<file path="config.mk">
export PLATFORM = sky130hd
export DESIGN_NAME = pad_port_top
export DESIGN_NICKNAME = d
export VERILOG_FILES = /design/src/design/pad_pkg.sv /design/src/design/pad_port_top.sv /design/src/design/press_detect.sv /design/src/design/pad_scanner.sv /design/src/design/line_tick.sv
export SDC_FILE = /design/constraint.sdc
export NUM_CORES = 1
export LEC_CHECK = 0
export BUFFER_PORTS_ARGS = -buffer_cell sky130_fd_sc_hd__buf_2
export CAP_MARGIN = 20
export CORE_ASPECT_RATIO = 0.9
export CORE_MARGIN = 2
export CORE_UTILIZATION = 50
export CTS_CLUSTER_DIAMETER = 200
export CTS_CLUSTER_SIZE = 25
export DETAILED_ROUTE_END_ITERATION = 8
export PLACE_DENSITY = 0.71
export SETUP_SLACK_MARGIN = 0.4
export SLEW_MARGIN = 20
export SYNTH_ARGS = -nofsm -noshare
export SYNTH_HDL_FRONTEND = slang
export SYNTH_SLANG_ARGS = --single-unit
</file>
<file path="constraint.sdc">
create_clock -name clk -period 7.65 [get_ports clk]
set_clock_uncertainty 0.15 [all_clocks]
set_input_delay 0.765 -clock clk [delete_from_list [all_inputs] [get_ports clk]]
set_output_delay 0.765 -clock clk [all_outputs]
set_load 0.02 [all_outputs]
</file>
<file path="src/design/pad_pkg.sv">
// shared constants, button layout and types for the two-port db9 pad reader
package pad_pkg;

    // ==================================================================
    // line timing
    // ==================================================================

    // clk cycles per video line, short here so a scan cycle stays small
    localparam int LINE_CYCLES = 16;
    localparam int TICK_W      = $clog2(LINE_CYCLES);
    typedef logic [TICK_W-1:0] tick_cnt_t;

    // ==================================================================
    // scan cycle
    // ==================================================================

    // lines in one full scan, the counter wraps here
    localparam int SCAN_LINES = 64;
    typedef logic [5:0] line_cnt_t;

    // results publish on this line, then the outputs park high
    localparam line_cnt_t SAMPLE_LINE  = 6'd15;
    // pad lines are only read below this count
    localparam line_cnt_t GATHER_LIMIT = 6'd14;
    // directions and B/C only come from the first high phase
    localparam line_cnt_t DIRECT_LIMIT = 6'd4;

    // raw connector lines, active low
    // 0 up, 1 down, 2 left, 3 right, 4 B or A, 5 C or start
    typedef logic [5:0] pad_lines_t;

    // published button word, active high
    typedef logic [11:0] pad_word_t;
    localparam int BIT_UP    = 0;
    localparam int BIT_DOWN  = 1;
    localparam int BIT_LEFT  = 2;
    localparam int BIT_RIGHT = 3;
    localparam int BIT_A     = 4;
    localparam int BIT_B     = 5;
    localparam int BIT_C     = 6;
    localparam int BIT_X     = 7;
    localparam int BIT_Y     = 8;
    localparam int BIT_Z     = 9;
    localparam int BIT_START = 10;
    localparam int BIT_MODE  = 11;

    // pad type seen during a scan
    typedef enum logic [1:0] {NONE = 2'd0, THREE = 2'd1, SIX = 2'd2} pad_kind_t;

endpackage
</file>
<file path="src/design/pad_port_top.sv">
// two-port db9 pad reader top, line tick feeding the scanner and the press detector
`timescale 1ns/1ps

module pad_port_top (
    input  logic                clk,
    input  logic                rst,
    input  logic                scan,
    input  pad_pkg::pad_lines_t din,
    output logic                split,
    output logic                mdsel,
    output pad_pkg::pad_word_t  joy0,
    output pad_pkg::pad_word_t  joy1,
    output logic                sample,
    output pad_pkg::pad_word_t  press0,
    output pad_pkg::pad_word_t  press1,
    output logic                press_evt
);

    // one pulse per video line
    logic line_stb;

    // ==================================================================
    // line timing
    // ==================================================================

    line_tick u_line_tick (
        .clk      (clk),
        .rst      (rst),
        .line_stb (line_stb)
    );

    // ==================================================================
    // connector scan
    // ==================================================================

    // joy words change on the edge that raises sample
    pad_scanner u_pad_scanner (
        .clk      (clk),
        .rst      (rst),
        .line_stb (line_stb),
        .scan     (scan),
        .din      (din),
        .split    (split),
        .mdsel    (mdsel),
        .joy0     (joy0),
        .joy1     (joy1),
        .sample   (sample)
    );

    // ==================================================================
    // press events
    // ==================================================================

    // one cycle behind sample
    press_detect u_press_detect (
        .clk       (clk),
        .rst       (rst),
        .sample    (sample),
        .joy0      (joy0),
        .joy1      (joy1),
        .press0    (press0),
        .press1    (press1),
        .press_evt (press_evt)
    );

endmodule

</file>
<file path="src/design/press_detect.sv">
// newly-pressed detector that compares each published sample against the previous one per port
`timescale 1ns/1ps

module press_detect (
    input  logic               clk,
    input  logic               rst,
    input  logic               sample,
    input  pad_pkg::pad_word_t joy0,
    input  pad_pkg::pad_word_t joy1,
    output pad_pkg::pad_word_t press0,
    output pad_pkg::pad_word_t press1,
    output logic               press_evt
);
    import pad_pkg::*;

    // last sample seen on each port
    pad_word_t prev0;
    pad_word_t prev1;

    // bits that went from released to pressed
    function automatic pad_word_t rising(input pad_word_t cur, input pad_word_t old);
        return cur & ~old;
    endfunction

    // ==================================================================
    // edge detect on the button words
    // ==================================================================

    // prev words start at zero so held buttons show up on the first sample
    always_ff @(posedge clk or posedge rst) begin
        if (rst) begin
            prev0     <= '0;
            prev1     <= '0;
            press0    <= '0;
            press1    <= '0;
            press_evt <= 1'b0;
        end else begin
            press_evt <= sample;
            if (sample) begin
                press0 <= rising(joy0, prev0);
                press1 <= rising(joy1, prev1);
                prev0  <= joy0;
                prev1  <= joy1;
            end
        end
    end

    // masks hold until the next sample and the consumer latches on press_evt

    // ==================================================================
    // checks
    // ==================================================================

    // sample is a single-cycle strobe so each press is reported once
    a_sample_single : assert property (
        @(posedge clk) disable iff (rst)
        sample |=> !sample
    );

endmodule

</file>
<file path="src/design/pad_scanner.sv">
// db9 scanner for two sega pads on a shared select line that detects pad type and gathers buttons
`timescale 1ns/1ps

module pad_scanner (
    input  logic                clk,
    input  logic                rst,
    input  logic                line_stb,
    input  logic                scan,
    input  pad_pkg::pad_lines_t din,
    output logic                split,
    output logic                mdsel,
    output pad_pkg::pad_word_t  joy0,
    output pad_pkg::pad_word_t  joy1,
    output logic                sample
);
    import pad_pkg::*;

    // line position inside the 64-line scan
    line_cnt_t  cnt;
    // raw gather words per port in connector order
    // 5..0  lines 5..0 from the first high phase (C, B, directions)
    // 7..6  lines 5..4 from a low phase (start, A)
    // 11..8 lines 3..0 from the six-button high phase (Z, Y, X, mode)
    pad_word_t  raw [2];
    // pad type found so far on each port
    pad_kind_t  kind [2];
    // set after publication to keep split and mdsel parked until wrap
    logic       locked;
    // active-high view of the connector
    pad_lines_t pressed;

    assign pressed = ~din;

    // ==================================================================
    // raw to published layout
    // ==================================================================

    function automatic pad_word_t sort_raw(input pad_word_t r);
        pad_word_t w;
        w            = '0;
        w[BIT_UP]    = r[0];
        w[BIT_DOWN]  = r[1];
        w[BIT_LEFT]  = r[2];
        w[BIT_RIGHT] = r[3];
        w[BIT_B]     = r[4];
        w[BIT_C]     = r[5];
        w[BIT_A]     = r[6];
        w[BIT_START] = r[7];
        w[BIT_MODE]  = r[8];
        w[BIT_X]     = r[9];
        w[BIT_Y]     = r[10];
        w[BIT_Z]     = r[11];
        return w;
    endfunction

    // ==================================================================
    // scan sequencer
    // ==================================================================

    always_ff @(posedge clk or posedge rst) begin
        if (rst) begin
            cnt     <= '0;
            raw[0]  <= '0;
            raw[1]  <= '0;
            kind[0] <= NONE;
            kind[1] <= NONE;
            locked  <= 1'b0;
            split   <= 1'b1;
            mdsel   <= 1'b1;
            joy0    <= '0;
            joy1    <= '0;
            sample  <= 1'b0;
        end else begin
            // split follows cnt[0] and mdsel cnt[1] one cycle behind the counter
            if (!scan || locked) begin
                split <= 1'b1;
                mdsel <= 1'b1;
            end else begin
                split <= cnt[0];
                mdsel <= cnt[1];
            end

            sample <= scan && line_stb && (cnt == SAMPLE_LINE);

            if (!scan) begin
                // scanning off so start over from line 0
                cnt     <= '0;
                raw[0]  <= '0;
                raw[1]  <= '0;
                kind[0] <= NONE;
                kind[1] <= NONE;
                locked  <= 1'b0;
            end else if (line_stb) begin
                cnt <= cnt + 1'b1;
                if (cnt == SAMPLE_LINE) begin
                    // publish and clear for the next scan
                    locked  <= 1'b1;
                    joy0    <= sort_raw(raw[0]);
                    joy1    <= sort_raw(raw[1]);
                    raw[0]  <= '0;
                    raw[1]  <= '0;
                    kind[0] <= NONE;
                    kind[1] <= NONE;
                end else begin
                    if (cnt == line_cnt_t'(SCAN_LINES - 1)) begin
                        locked <= 1'b0;
                    end
                    // din answers the split/mdsel driven during this line
                    if (cnt < GATHER_LIMIT) begin
                        if (!mdsel) begin
                            if (pressed[3:0] == 4'hf) begin
                                // third low phase of a six-button pad
                                kind[split] <= SIX;
                            end else if (pressed[3:2] == 2'b11) begin
                                // left and right pulled low with start and A on 5..4
                                kind[split]      <= THREE;
                                raw[split][7:6]  <= pressed[5:4];
                            end
                        end else begin
                            // extra buttons where the last high phase before publish wins
                            if (kind[split] == SIX) begin
                                raw[split][11:8] <= pressed[3:0];
                            end
                            // first high phase per port carries C, B and directions
                            if (cnt < DIRECT_LIMIT) begin
                                raw[split][5:0] <= pressed;
                            end
                        end
                    end
                end
            end
        end
    end

    // ==================================================================
    // checks
    // ==================================================================

    // connector lines only toggle while scanning and before the sample line
    a_idle_high : assert property (
        @(posedge clk) disable iff (rst)
        (!split || !mdsel) |-> ($past(scan) && ($past(cnt) < SAMPLE_LINE))
    );

    // publication lands the cycle after the sample-line strobe with the connector locked
    a_sample_after_stb : assert property (
        @(posedge clk) disable iff (rst)
        sample |-> (locked && (cnt == SAMPLE_LINE + 1'b1) && !line_stb)
    );

endmodule

</file>
<file path="src/design/line_tick.sv">
// line-rate strobe generator, one clk-wide pulse per video line
`timescale 1ns/1ps

module line_tick (
    input  logic clk,
    input  logic rst,
    output logic line_stb
);
    import pad_pkg::*;

    // position inside the current line
    tick_cnt_t cnt;

    // ==================================================================
    // free-running line counter
    // ==================================================================

    // stands in for the hsync enable of a video timing block
    // strobe is registered, so it lands on the edge where cnt wraps
    always_ff @(posedge clk or posedge rst) begin
        if (rst) begin
            cnt      <= '0;
            line_stb <= 1'b0;
        end else begin
            if (cnt == tick_cnt_t'(LINE_CYCLES - 1)) begin
                cnt      <= '0;
                line_stb <= 1'b1;
            end else begin
                cnt      <= cnt + 1'b1;
                line_stb <= 1'b0;
            end
        end
    end

    // ==================================================================
    // checks
    // ==================================================================

    // a line is always longer than one cycle
    a_stb_single : assert property (
        @(posedge clk) disable iff (rst)
        line_stb |=> !line_stb
    );

endmodule

</file>
* Word-level counts from Yosys, hierarchy flattened
Index checks and enable logic that the tools add are counted.
** Operators by class
- $add $sub $neg :: 2
- Multiply operators :: 0
- Divide/modulo/power cells :: 0
- $lt $le $gt $ge :: 4
- Eq/ne operators :: 13
- Shifts and indexed selects :: 0
- Multiplexer cells :: 45
- Bitwise gates (word level) :: 12
- Reduce and logical (&&, ||, !) cells :: 9
** Operators with widths (count)
- $mux W24 :: 14
- $bwmux W24 :: 3
- $demux W12 S1 :: 3
- $mux W4 :: 8
- $and A12 B12 Y12 :: 2
- $not A12 Y12 :: 2
- $mux W6 :: 3
- $mux W12 :: 1
- $eq A4 B4 Y1 const B :: 2
- $mux W2 :: 4
- $mux W8 :: 1
- $ne A4 B1 Y1 const B :: 2
- $reduce_and A4 Y1 :: 2
- $mux W1 :: 7
- $add A6 B1 Y6 const B :: 1
- $eq A6 B4 Y1 const B :: 1
- $eq A6 B6 Y1 const B :: 1
- $lt A6 B3 Y1 const B :: 1
- $lt A6 B4 Y1 const B :: 1
- $ne A3 B1 Y1 const B :: 2
- $not A6 Y6 :: 1
- $add A4 B1 Y4 const B :: 1
- $and A2 B2 Y2 :: 2
- $eq A2 B2 Y1 const B :: 2
- other kinds (14) :: 18
** Storage, ports and cells
- Bits in registers :: 116
- Latch bits :: 0
- Bits in writable memories :: 0
- Bits in read-only memories :: 0
- Input bits :: 9
- Output and inout bits :: 52
- Logic and storage cells :: 103
- Memories :: 0

* Logic depth before layout (Yosys ltp)
Gate-level depths: netlist (run 1).
- Depth after elaboration :: 19
- Mapped depth :: 6
- Depth with buffers taken out :: 5

* Hierarchy
Synthesis (run 1) repeated with hierarchy kept, for this count alone.
** Unflattened totals
- Cell total of the unflattened synthesis :: 400
- Area total of the unflattened synthesis :: 4707.0 sq um
** Modules (own cells, without submodules)
- pad_scanner :: instances 1, cells each 217, area each 2637.5 sq um, sequential area each 1554.0 sq um
- press_detect :: instances 1, cells each 170, area each 1888.1 sq um, sequential area each 1226.2 sq um
- line_tick :: instances 1, cells each 13, area each 181.4 sq um, sequential area each 125.1 sq um

* Worst setup path before layout (run 1)
No wires, ideal clock.
- Path type :: input to register
- Start point :: input port din[2]
- End point :: register u_pad_scanner.kind[3] in the netlist's numbering
- Setup time :: 121 ps
- Data arrival time :: 1730 ps
- Data required time :: 7379 ps
- Slack :: 5649 ps
- Stages :: 4
- Buffers on the path :: 0
- Cell sequence :: or4_1 -> nor3_1 -> nor2_1 -> a22o_1
** Between the ends
- Cells in the longest elaborated chain, start to end :: 8
- Elaborated cells on any way between the ends :: 11
- Classes of those cells :: eq/ne (3); mux (6); bitwise (1); reduce/logical (1)
** RTL lines
- start, declared :: line pad_port_top.sv:8 : input pad_pkg::pad_lines_t din,
- $not A6 Y6 * :: line pad_scanner.sv:32 : assign pressed = ~din;
- $eq A4 B4 Y1 :: line pad_scanner.sv:111 : if (pressed[3:0] == 4'hf) begin
- $mux W4 :: line pad_scanner.sv:111
- $mux W4 :: line pad_scanner.sv:110 : if (!mdsel) begin
- $mux W4 :: line pad_scanner.sv:109 : if (cnt < GATHER_LIMIT) begin
- $mux W4 :: line pad_scanner.sv:95 : if (cnt == SAMPLE_LINE) begin
- $mux W4 :: line pad_scanner.sv:93 : end else if (line_stb) begin
- $mux W4 :: line pad_scanner.sv:85 : if (!scan) begin
- end, declared :: line pad_scanner.sv:26 : pad_kind_t kind [2];
Mark *: on every way between the ends. The rest lies on a longest branch, timed or not. The select of a mux whose other input is x is not followed.
A chain may end at the register's enable or synchronous reset.

* Worst setup path after layout (run 1)
- Start point :: register u_pad_scanner.sample
- End point :: output port sample
** RTL lines
- start, declared :: line pad_scanner.sv:14 : output logic sample
- start signal, assigned :: line pad_scanner.sv:83 : sample <= scan && line_stb && (cnt == SAMPLE_LINE);
- end, declared :: line pad_port_top.sv:13 : output logic sample,
No word-level cell between the ends.

==> metrics.csv, run 1 <==
stage,metric,value,unit
logic_synthesis,dominantRegCellSynth,dfrtp_1,
route,drt_wl_total,8440,um
die,start_util,0.510,
final_layout,antenna_cells,0,
route,viasPerCell,5.15,
final_layout,finalNetCount,463,
cts,cts_setup_buffers,0,
timing,holdWs,143,ps
final_layout,final_area,0.00553,mm^2
timing,max_freq,393,MHz
power,pwr-share-seq,0.455,
setup_path,timing.critical_path.to,sample,
logic_synthesis,post_synth_instance_area,0.00459,mm^2
logic_synthesis,syn_avg_cell_area,11.8,um^2
route,drcViolationCount,0,
setup_path,setup.worst_path.class,register to output port,
die,die-area,0.00996,mm^2
logic_synthesis,synth-seq-area-share,0.633,
logic_synthesis,synth_seq_cells,116,
setup_path,critical-path-top-delay-family,flip-flops,
run,maxCapViolations,0,
timing,setup_tns,0,ps
logic_synthesis,synth_edf_count,0,
global_routing,grt_max_degree,75,
setup_path,cp.required,6730,ps
setup_path,worst-path-stages,1,
route,wl_per_cell,14.4,um
setup_path,critPathCaptureType,output port,
power,power,1.36,mW
timing,rsz0062_at_grt,no,
setup_path,arrival,1630,ps
die,dieWidth,105,um
final_layout,area_growth,20.4,%
power,combPwrFrac,0.021,
power,internal_power,1.06,mW
global_routing,globalRouteTotalUtil,0.186,
global_routing,met1_usage,0.256,
cts,cts_sinks,116,
global_routing,grt_busiest_layer,met2,
die,coreArea,0.00900,mm^2
timing,period_minus_slack,2550,ps
global_routing,first_global_vias,2904,
logic_synthesis,synth_fp_nets,399,
cts,clk_latency,500,ps
outcome,status,finished clean,
die,die_h,94.9,um
setup_path,startpoint,u_pad_scanner.sample,
setup_path,startpoint_type,register,
setup_path,rrSetupSlack,5410,ps
global_routing,grtUsageMet2,0.268,
die,io_pins,61,
setup_path,cp_slowest_cell,dfrtp_4,
place,placed_cell_area,0.00498,mm^2
cts,clk_path_buf_depth,2,
setup_path,r2r_end,u_pad_scanner.joy1[11],
cts,cts_hold_buf,0,
route,vias,3022,
timing,hold_viol_final,0,
logic_synthesis,ys_types,43,
route,drt_iter0_drc,183,
final_layout,drive_above_1_share,0.275,
hold_path,hold_path.class,input port to async pin,
cts,cts_tree,built,
die,num_rows,33,
cts,cts_made_buffers,17,
cts,cts-resized-gates,0,
timing,report.final.slew_viol_count,0,
timing,layout_worst_path_cycle_share,0.333,
place,gp_congestion,0.822,
timing,worst_pin_slew,856,ps
setup_path,cp.buffers_inverters,1,
global_routing,grt_antenna_before_repair,0,
global_routing,grt_pass1_wl,14200,um
setup_path,r2r-start,u_pad_scanner.cnt[0],
place,place_ws,5220,ps
setup_path,slowest_delay,840,ps
timing,setup-violations-final,0,
power,cellPowerDensity,247,mW/mm^2
setup_path,path_cells,buf_2,
route,antenna_left,0,
power,p_sw,0.300,mW
logic_synthesis,yosys_warnings,0,
setup_path,critPathMaxFanout,74,
timing,fin_ws,5100,ps
power,switching_share,0.220,
global_routing,use_met3,0.0628,
logic_synthesis,netlist_instances,388,
logic_synthesis,async_flop_share,1.00,
place,numPortBuffers,60,
place,dp_hpwl,5670,um
cts,htreeDepth,4,
power,clkPwrFrac,0.524,
route,dr.pass1.iters,4,
timing,max_slew_margin,0.429,
power,p_leak,2.71,nW
global_routing,grt-ovfl-total,0,
cts,clk_pin_slew,60,ps
setup_path,worstRegToRegCells,4,
cts,cts-root-buf,clkbuf_8,
power,worst_ir_drop_vdd,0.141,mV
-- cell families (layout without fill, tap and decap cells) --
group,after synthesis,count (layout),synth area share
muxes,28,28,0.0684
AOI/OAI and AO/OA,92,92,0.137
and+or+nand+nor,78,78,0.0878
adders and majority gates,2,2,0.00545
buffers and inverters,66,143,0.0567
DFF,116,116,0.633
xor gates and xnor gates,6,6,0.0114
-- power groups by stage --
stage / Clock (mW) / Sequential, mW / Combinational (mW)
after global placement: 0 / 0.631 / 0.0293
after CTS: 0.728 / 0.621 / 0.0299
final: 0.714 / 0.621 / 0.0288
after floorplan: 0 / 0.631 / 0.0179
after detailed placement: 0 / 0.631 / 0.0299
after global routing: 0.761 / 0.621 / 0.0332
-- layout by cell type, fill, tap and decap left out, drive strengths merged, types with 4 or more instances in the layout --
cell type,synthesis,final
o22ai,24,24
nand3,4,4
clkinv,0,5
a21oi,5,5
nand2,35,35
buf,5,61
clkbuf,11,21
dfrtp,114,114
mux2,27,27
inv,50,51
nor3,4,4
o2bb2ai,25,25
nor2,9,9
and2,6,6
clkinvlp,0,4
o21ai,27,27
xnor2,4,4
-- layout make-up --
class,count,area [um^2]
clock buffers,21,439
clock inverters,11,105
fillers,739,3470
inverters,50,190
multi-input cells,206,1430
flip-flops and latches,116,2910
well taps,122,153
repair buffers,61,308
-- worst min-delay path by stage --
stage                                   from                         to  slack, ps
floorplan           u_press_detect.prev0[10]  u_press_detect.press0[10]        270
finish                                   rst    u_press_detect.prev1[5]        140
detailed placement   u_press_detect.prev0[6]   u_press_detect.press0[6]        280
global route                             rst    u_press_detect.prev1[5]        190
global placement     u_press_detect.prev0[6]   u_press_detect.press0[6]        280
CTS                                      rst    u_press_detect.prev1[7]        150
-- through the flow --
step / instances / utilization
2_1_floorplan: 388 / -
3_3_place_gp: 555 / 0.554
3_5_place_dp: 555 / 0.554
4_1_cts: 587 / 0.614
5_1_grt: 587 / 0.614
6_report: 587 / 0.614
-- routing by layer --
metal / vias to the layer above / wire (um) / share of wire
met5: - / 0 / 0
met4: 0 / 85 / 0.010
met3: 8 / 334 / 0.040
met2: 60 / 3910 / 0.46
met1: 1471 / 4110 / 0.49
li1: 1483 / - / -
-- Yosys cell counts, drive strengths merged, types with 2 or more instances --
| cell type | number | area share |
|---|---|---|
| a21boi | 3 | 0.0049 |
| a21oi | 5 | 0.0055 |
| a22o | 2 | 0.0038 |
| and2 | 6 | 0.0082 |
| and3 | 3 | 0.0041 |
| buf | 5 | 0.0068 |
| clkbuf | 11 | 0.0090 |
| dfrtp | 114 | 0.62 |
| dfstp | 2 | 0.011 |
| ha | 2 | 0.0055 |
| inv | 50 | 0.041 |
| mux2 | 27 | 0.066 |
| nand2 | 35 | 0.029 |
| nand2b | 2 | 0.0027 |
| nand3 | 4 | 0.0055 |
| nand3b | 3 | 0.0049 |
| nor2 | 9 | 0.0074 |
| nor2b | 2 | 0.0027 |
| nor3 | 4 | 0.0044 |
| o21ai | 27 | 0.029 |
| o22ai | 24 | 0.033 |
| o2bb2ai | 25 | 0.048 |
| or3b | 2 | 0.0038 |
| or4 | 2 | 0.0033 |
| xnor2 | 4 | 0.0076 |
| xor2 | 2 | 0.0038 |
-- sequential cells by signal (all words and copies together), names as in the netlist, 4 cells and up --
signal                 flops
u_pad_scanner.raw         24
u_pad_scanner.joy0        12
u_pad_scanner.joy1        12
u_press_detect.press0     12
u_press_detect.press1     12
u_press_detect.prev0      12
u_press_detect.prev1      12
u_pad_scanner.cnt          6
u_line_tick.cnt            4
u_pad_scanner.kind         4
(Power assumes the default switching activity.)
==> inputs of run 2 (changes only) <==
--- a/config.mk
+++ b/config.mk
@@ -5,6 +5,7 @@
 export SDC_FILE = /design/constraint.sdc
 export NUM_CORES = 1
 export LEC_CHECK = 0
+export ABC_AREA = 1
 export BUFFER_PORTS_ARGS = -buffer_cell sky130_fd_sc_hd__buf_2
 export CAP_MARGIN = 20
 export CORE_ASPECT_RATIO = 0.9
@@ -13,7 +14,7 @@
 export CTS_CLUSTER_DIAMETER = 200
 export CTS_CLUSTER_SIZE = 25
 export DETAILED_ROUTE_END_ITERATION = 8
-export PLACE_DENSITY = 0.71
+export PLACE_DENSITY = 0.73
 export SETUP_SLACK_MARGIN = 0.4
 export SLEW_MARGIN = 20
 export SYNTH_ARGS = -nofsm -noshare
==> constraint.sdc (replaced) <==
create_clock -name clk -period 2.3 [get_ports clk]
set_clock_uncertainty 0.15 [all_clocks]
set_input_delay 0.23 -clock clk [delete_from_list [all_inputs] [get_ports clk]]
set_output_delay 0.23 -clock clk [all_outputs]
set_load 0.02 [all_outputs]
==> metrics.csv, run 2 <==
stage,metric,value,unit,change
logic_synthesis,synth_seq_cells,116,,unchanged
timing,report.final.slew_viol_count,0,,unchanged
cts,cts_tree,built,,
timing,rsz0062_at_grt,yes,,
timing,setup-violations-final,0,,unchanged
power,worst_ir_drop_vdd,0.585,mV,+310%
logic_synthesis,synth_mux_area_frac,0,,-0.0684
timing,fin_ws,493,ps,-4610 ps
final_layout,final_cells,767,,+31%
logic_synthesis,synth_fp_nets,557,,+40%
global_routing,globalRouteTotalUtil,0.215,,+0.0285
route,antenna_left,0,,unchanged
setup_path,cp.required,2600,ps,-4130 ps
cts,htreeDepth,4,,unchanged
cts,clk_pin_slew,60,ps,about the same
final_layout,area_growth,25.2,%,
cts,cts_made_buffers,17,,unchanged
cts,clk_path_buf_depth,2,,unchanged
logic_synthesis,synth_compound_area_frac,0.0745,,-0.0628
place,numPortBuffers,60,,unchanged
final_layout,antenna_cells,0,,unchanged
final_layout,multi_input_area,0.00168,mm^2,+18%
route,drcViolationCount,0,,unchanged
final_layout,drive_above_1_share,0.215,,-0.0600
cts,cts_sinks,116,,unchanged
route,wl_met2,5060,um,+30%
final_layout,final_cell_mix,"nand2_1, dfrtp_1, inv_1",,
final_layout,top_register,u_pad_scanner.raw,,
route,vias,3897,,+29%
timing,max_freq,553,MHz,
route,wl_per_cell,13.8,um,-4.0%
die,die_h,97.9,um,+3.2%
global_routing,grt-ovfl-total,0,,unchanged
hold_path,hold_path.class,input port to async pin,,
timing,period_minus_slack,1810,ps,
logic_synthesis,synth_top_area_frac,0.582,,-0.0393
setup_path,startpoint,u_pad_scanner.cnt[0],,
final_layout,largest_reg_flops,24,,unchanged
place,dp_hpwl,6760,um,+19%
run,maxCapViolations,0,,unchanged
global_routing,grt_antenna_before_repair,0,,unchanged
setup_path,r2r-start,u_pad_scanner.cnt[0],,
final_layout,fill_cells,781,,+5.7%
final_layout,final_common_cell,nand2_1,,
logic_synthesis,post_synth_instance_area,0.00490,mm^2,+6.8%
setup_path,arrival,2110,ps,+480 ps
logic_synthesis,synth-seq-area-share,0.593,,-0.0401
cts,clk_latency,510,ps,about the same
final_layout,regArea,0.00291,mm^2,about the same
route,dr_wl_met3,528,um,+58%
logic_synthesis,synthXorXnorAreaFrac,0.00357,,-0.00787
place,gp_congestion,0.871,,+6.0%
logic_synthesis,ys_types,28,,-35%
timing,max_slew_margin,0.708,,+0.278
global_routing,grt_max_degree,46,,-39%
logic_synthesis,yosys-top-cells-area,"dfrtp_1, nand2_1, inv_1",,
logic_synthesis,synth_top_family_by_area,simple AND/OR/NAND/NOR gates,,
final_layout,finalNetCount,639,,+38%
route,dr.max_layer_used,met4,,
logic_synthesis,dominantRegCellSynth,dfrtp_1,,
setup_path,path_cells,"ha_4, inv_1, nor2_4, nand2_4, nand3_2, nand2_4, nor2_4, nand4_1, nand2_1",,
route,drt_iter0_drc,338,,+85%
die,die-area,0.0106,mm^2,+6.5%
die,coreArea,0.00961,mm^2,+6.8%
logic_synthesis,synth_edf_count,0,,unchanged
logic_synthesis,syn_avg_cell_area,8.98,um^2,-24%
logic_synthesis,synth_area_leader_cell,dfrtp_1,,
outcome,status,finished clean,,
die,num_rows,34,,+3.0%
power,p_leak,3.19,nW,+18%
setup_path,startpoint_type,register,,
place,place_ws,312,ps,-4910 ps
die,io_pins,61,,unchanged
global_routing,grt_pass1_wl,17900,um,+26%
logic_synthesis,synthAdderAreaFrac,0.00511,,-0.000345
setup_path,slowest_delay,400,ps,-440 ps
logic_synthesis,yosys_warnings,0,,unchanged
timing,hold_viol_final,0,,unchanged
route,viasPerCell,5.08,,-1.3%
logic_synthesis,synth.most_common_cell,nand2_1,,
setup_path,critPathCaptureType,register,,
logic_synthesis,netlist_instances,546,,+41%
die,start_util,0.510,,about the same
setup_path,setup.worst_path.class,register to register,,
power,power,5.02,mW,+270%
route,dr.pass1.iters,5,,+1
place,post-place-cells,720,,+30%
setup_path,critPathMaxFanout,13,,-82%
logic_synthesis,async_flop_share,1.00,,unchanged
power,cellPowerDensity,817,mW/mm^2,+230%
route,drt_wl_total,10600,um,+26%
logic_synthesis,synthSimpleGateAreaFrac,0.248,,+0.160
global_routing,first_global_vias,3763,,+30%
logic_synthesis,synthTopCellsByCount,"nand2_1, dfrtp_1, inv_1",,
timing,worst_pin_slew,438,ps,-418 ps
route,wl_met1,4880,um,+19%
die,dieWidth,108,um,+3.2%
setup_path,cp_slowest_cell,dfrtp_1,,
timing,setup_tns,0,ps,unchanged
timing,layout_worst_path_cycle_share,0.786,,
cts,cts-root-buf,clkbuf_8,,
## run 2: cell count changes after synthesis, moves of 8 or more
cell	previous run	this run
nor2_1	9	19
inv_1	50	68
nand4_1	1	16
mux2_2	27	0
o2bb2ai_1	25	0
nand3_1	3	36
nand2_1	34	172
o21ai_0	27	35
## run 2: per-stage QoR
step	instance area, um^2	utilization	hold WS, ps
2_1_floorplan	4900	-	250
3_3_place_gp	5340	0.556	15.2
3_5_place_dp	5340	0.556	17.3
4_1_cts	6050	0.629	23.9
5_1_grt	6140	0.638	39.3
6_report	6140	0.638	40.1
## run 2: final timing paths
path,slack (ps),cells past startpoint,endpoint
min in group clk,300,1,u_press_detect.press1[4]
setup reg to reg,490,9,u_pad_scanner.raw[8]
hold / removal,40,3,u_pad_scanner.cnt[4]
setup / recovery,490,9,u_pad_scanner.raw[8]
hold reg to reg,300,1,u_press_detect.press1[4]
max in group asynchronous,1390,4,u_pad_scanner.mdsel
## run 2: logic make-up (layout without fill, tap and decap cells)
| group | count (synthesis) | in the layout |
|---|---|---|
| simple gates | 267 | 269 |
| flops | 116 | 116 |
| buf+inv | 92 | 185 |
| compound gates | 67 | 67 |
| fa+ha+maj | 2 | 2 |
| xor+xnor | 2 | 2 |
## run 2: layout make-up
cell class,count,share of cell area
clock buffers,17,0.0675
clock inverters,15,0.0322
inverters,73,0.0455
multi-input cells,340,0.274
flip-flops and latches,116,0.474
well taps,126,0.0257
repair buffers,80,0.0812
## run 2: timing repair
item	4_1_cts	5_1_grt
pin swaps	1	8
gates cloned	1	1
resized for setup	1	10
setup endpoints to repair	12	29
hold buffers	8	0
setup buffers	0	5
hold endpoints to repair	138	0
## run 2: worst max-delay path, delay by kind of cell, from the launching register on
kind / cells / cell delay, ps
adders and majority gates: 1 / 170
buffers and inverters: 1 / 60
and+or+nand+nor: 7 / 980
DFF: 1 / 400
## run 2: report_power, final
| part | switching (mW) | total, mW | leakage, nW | internal, mW |
|---|---|---|---|---|
| sequential | 0.0238 | 2.10 | 1.60 | 2.07 |
| combinational | 0.147 | 0.211 | 1.29 | 0.0644 |
| clock | 1.02 | 2.71 | 0.299 | 1.69 |
## run 2: per-layer routing
layer,GRT usage,up-vias
met1,0.291,1836
met3,0.0561,14
met5,0,-
met2,0.341,116
li1,-,1931
met4,0.0671,0
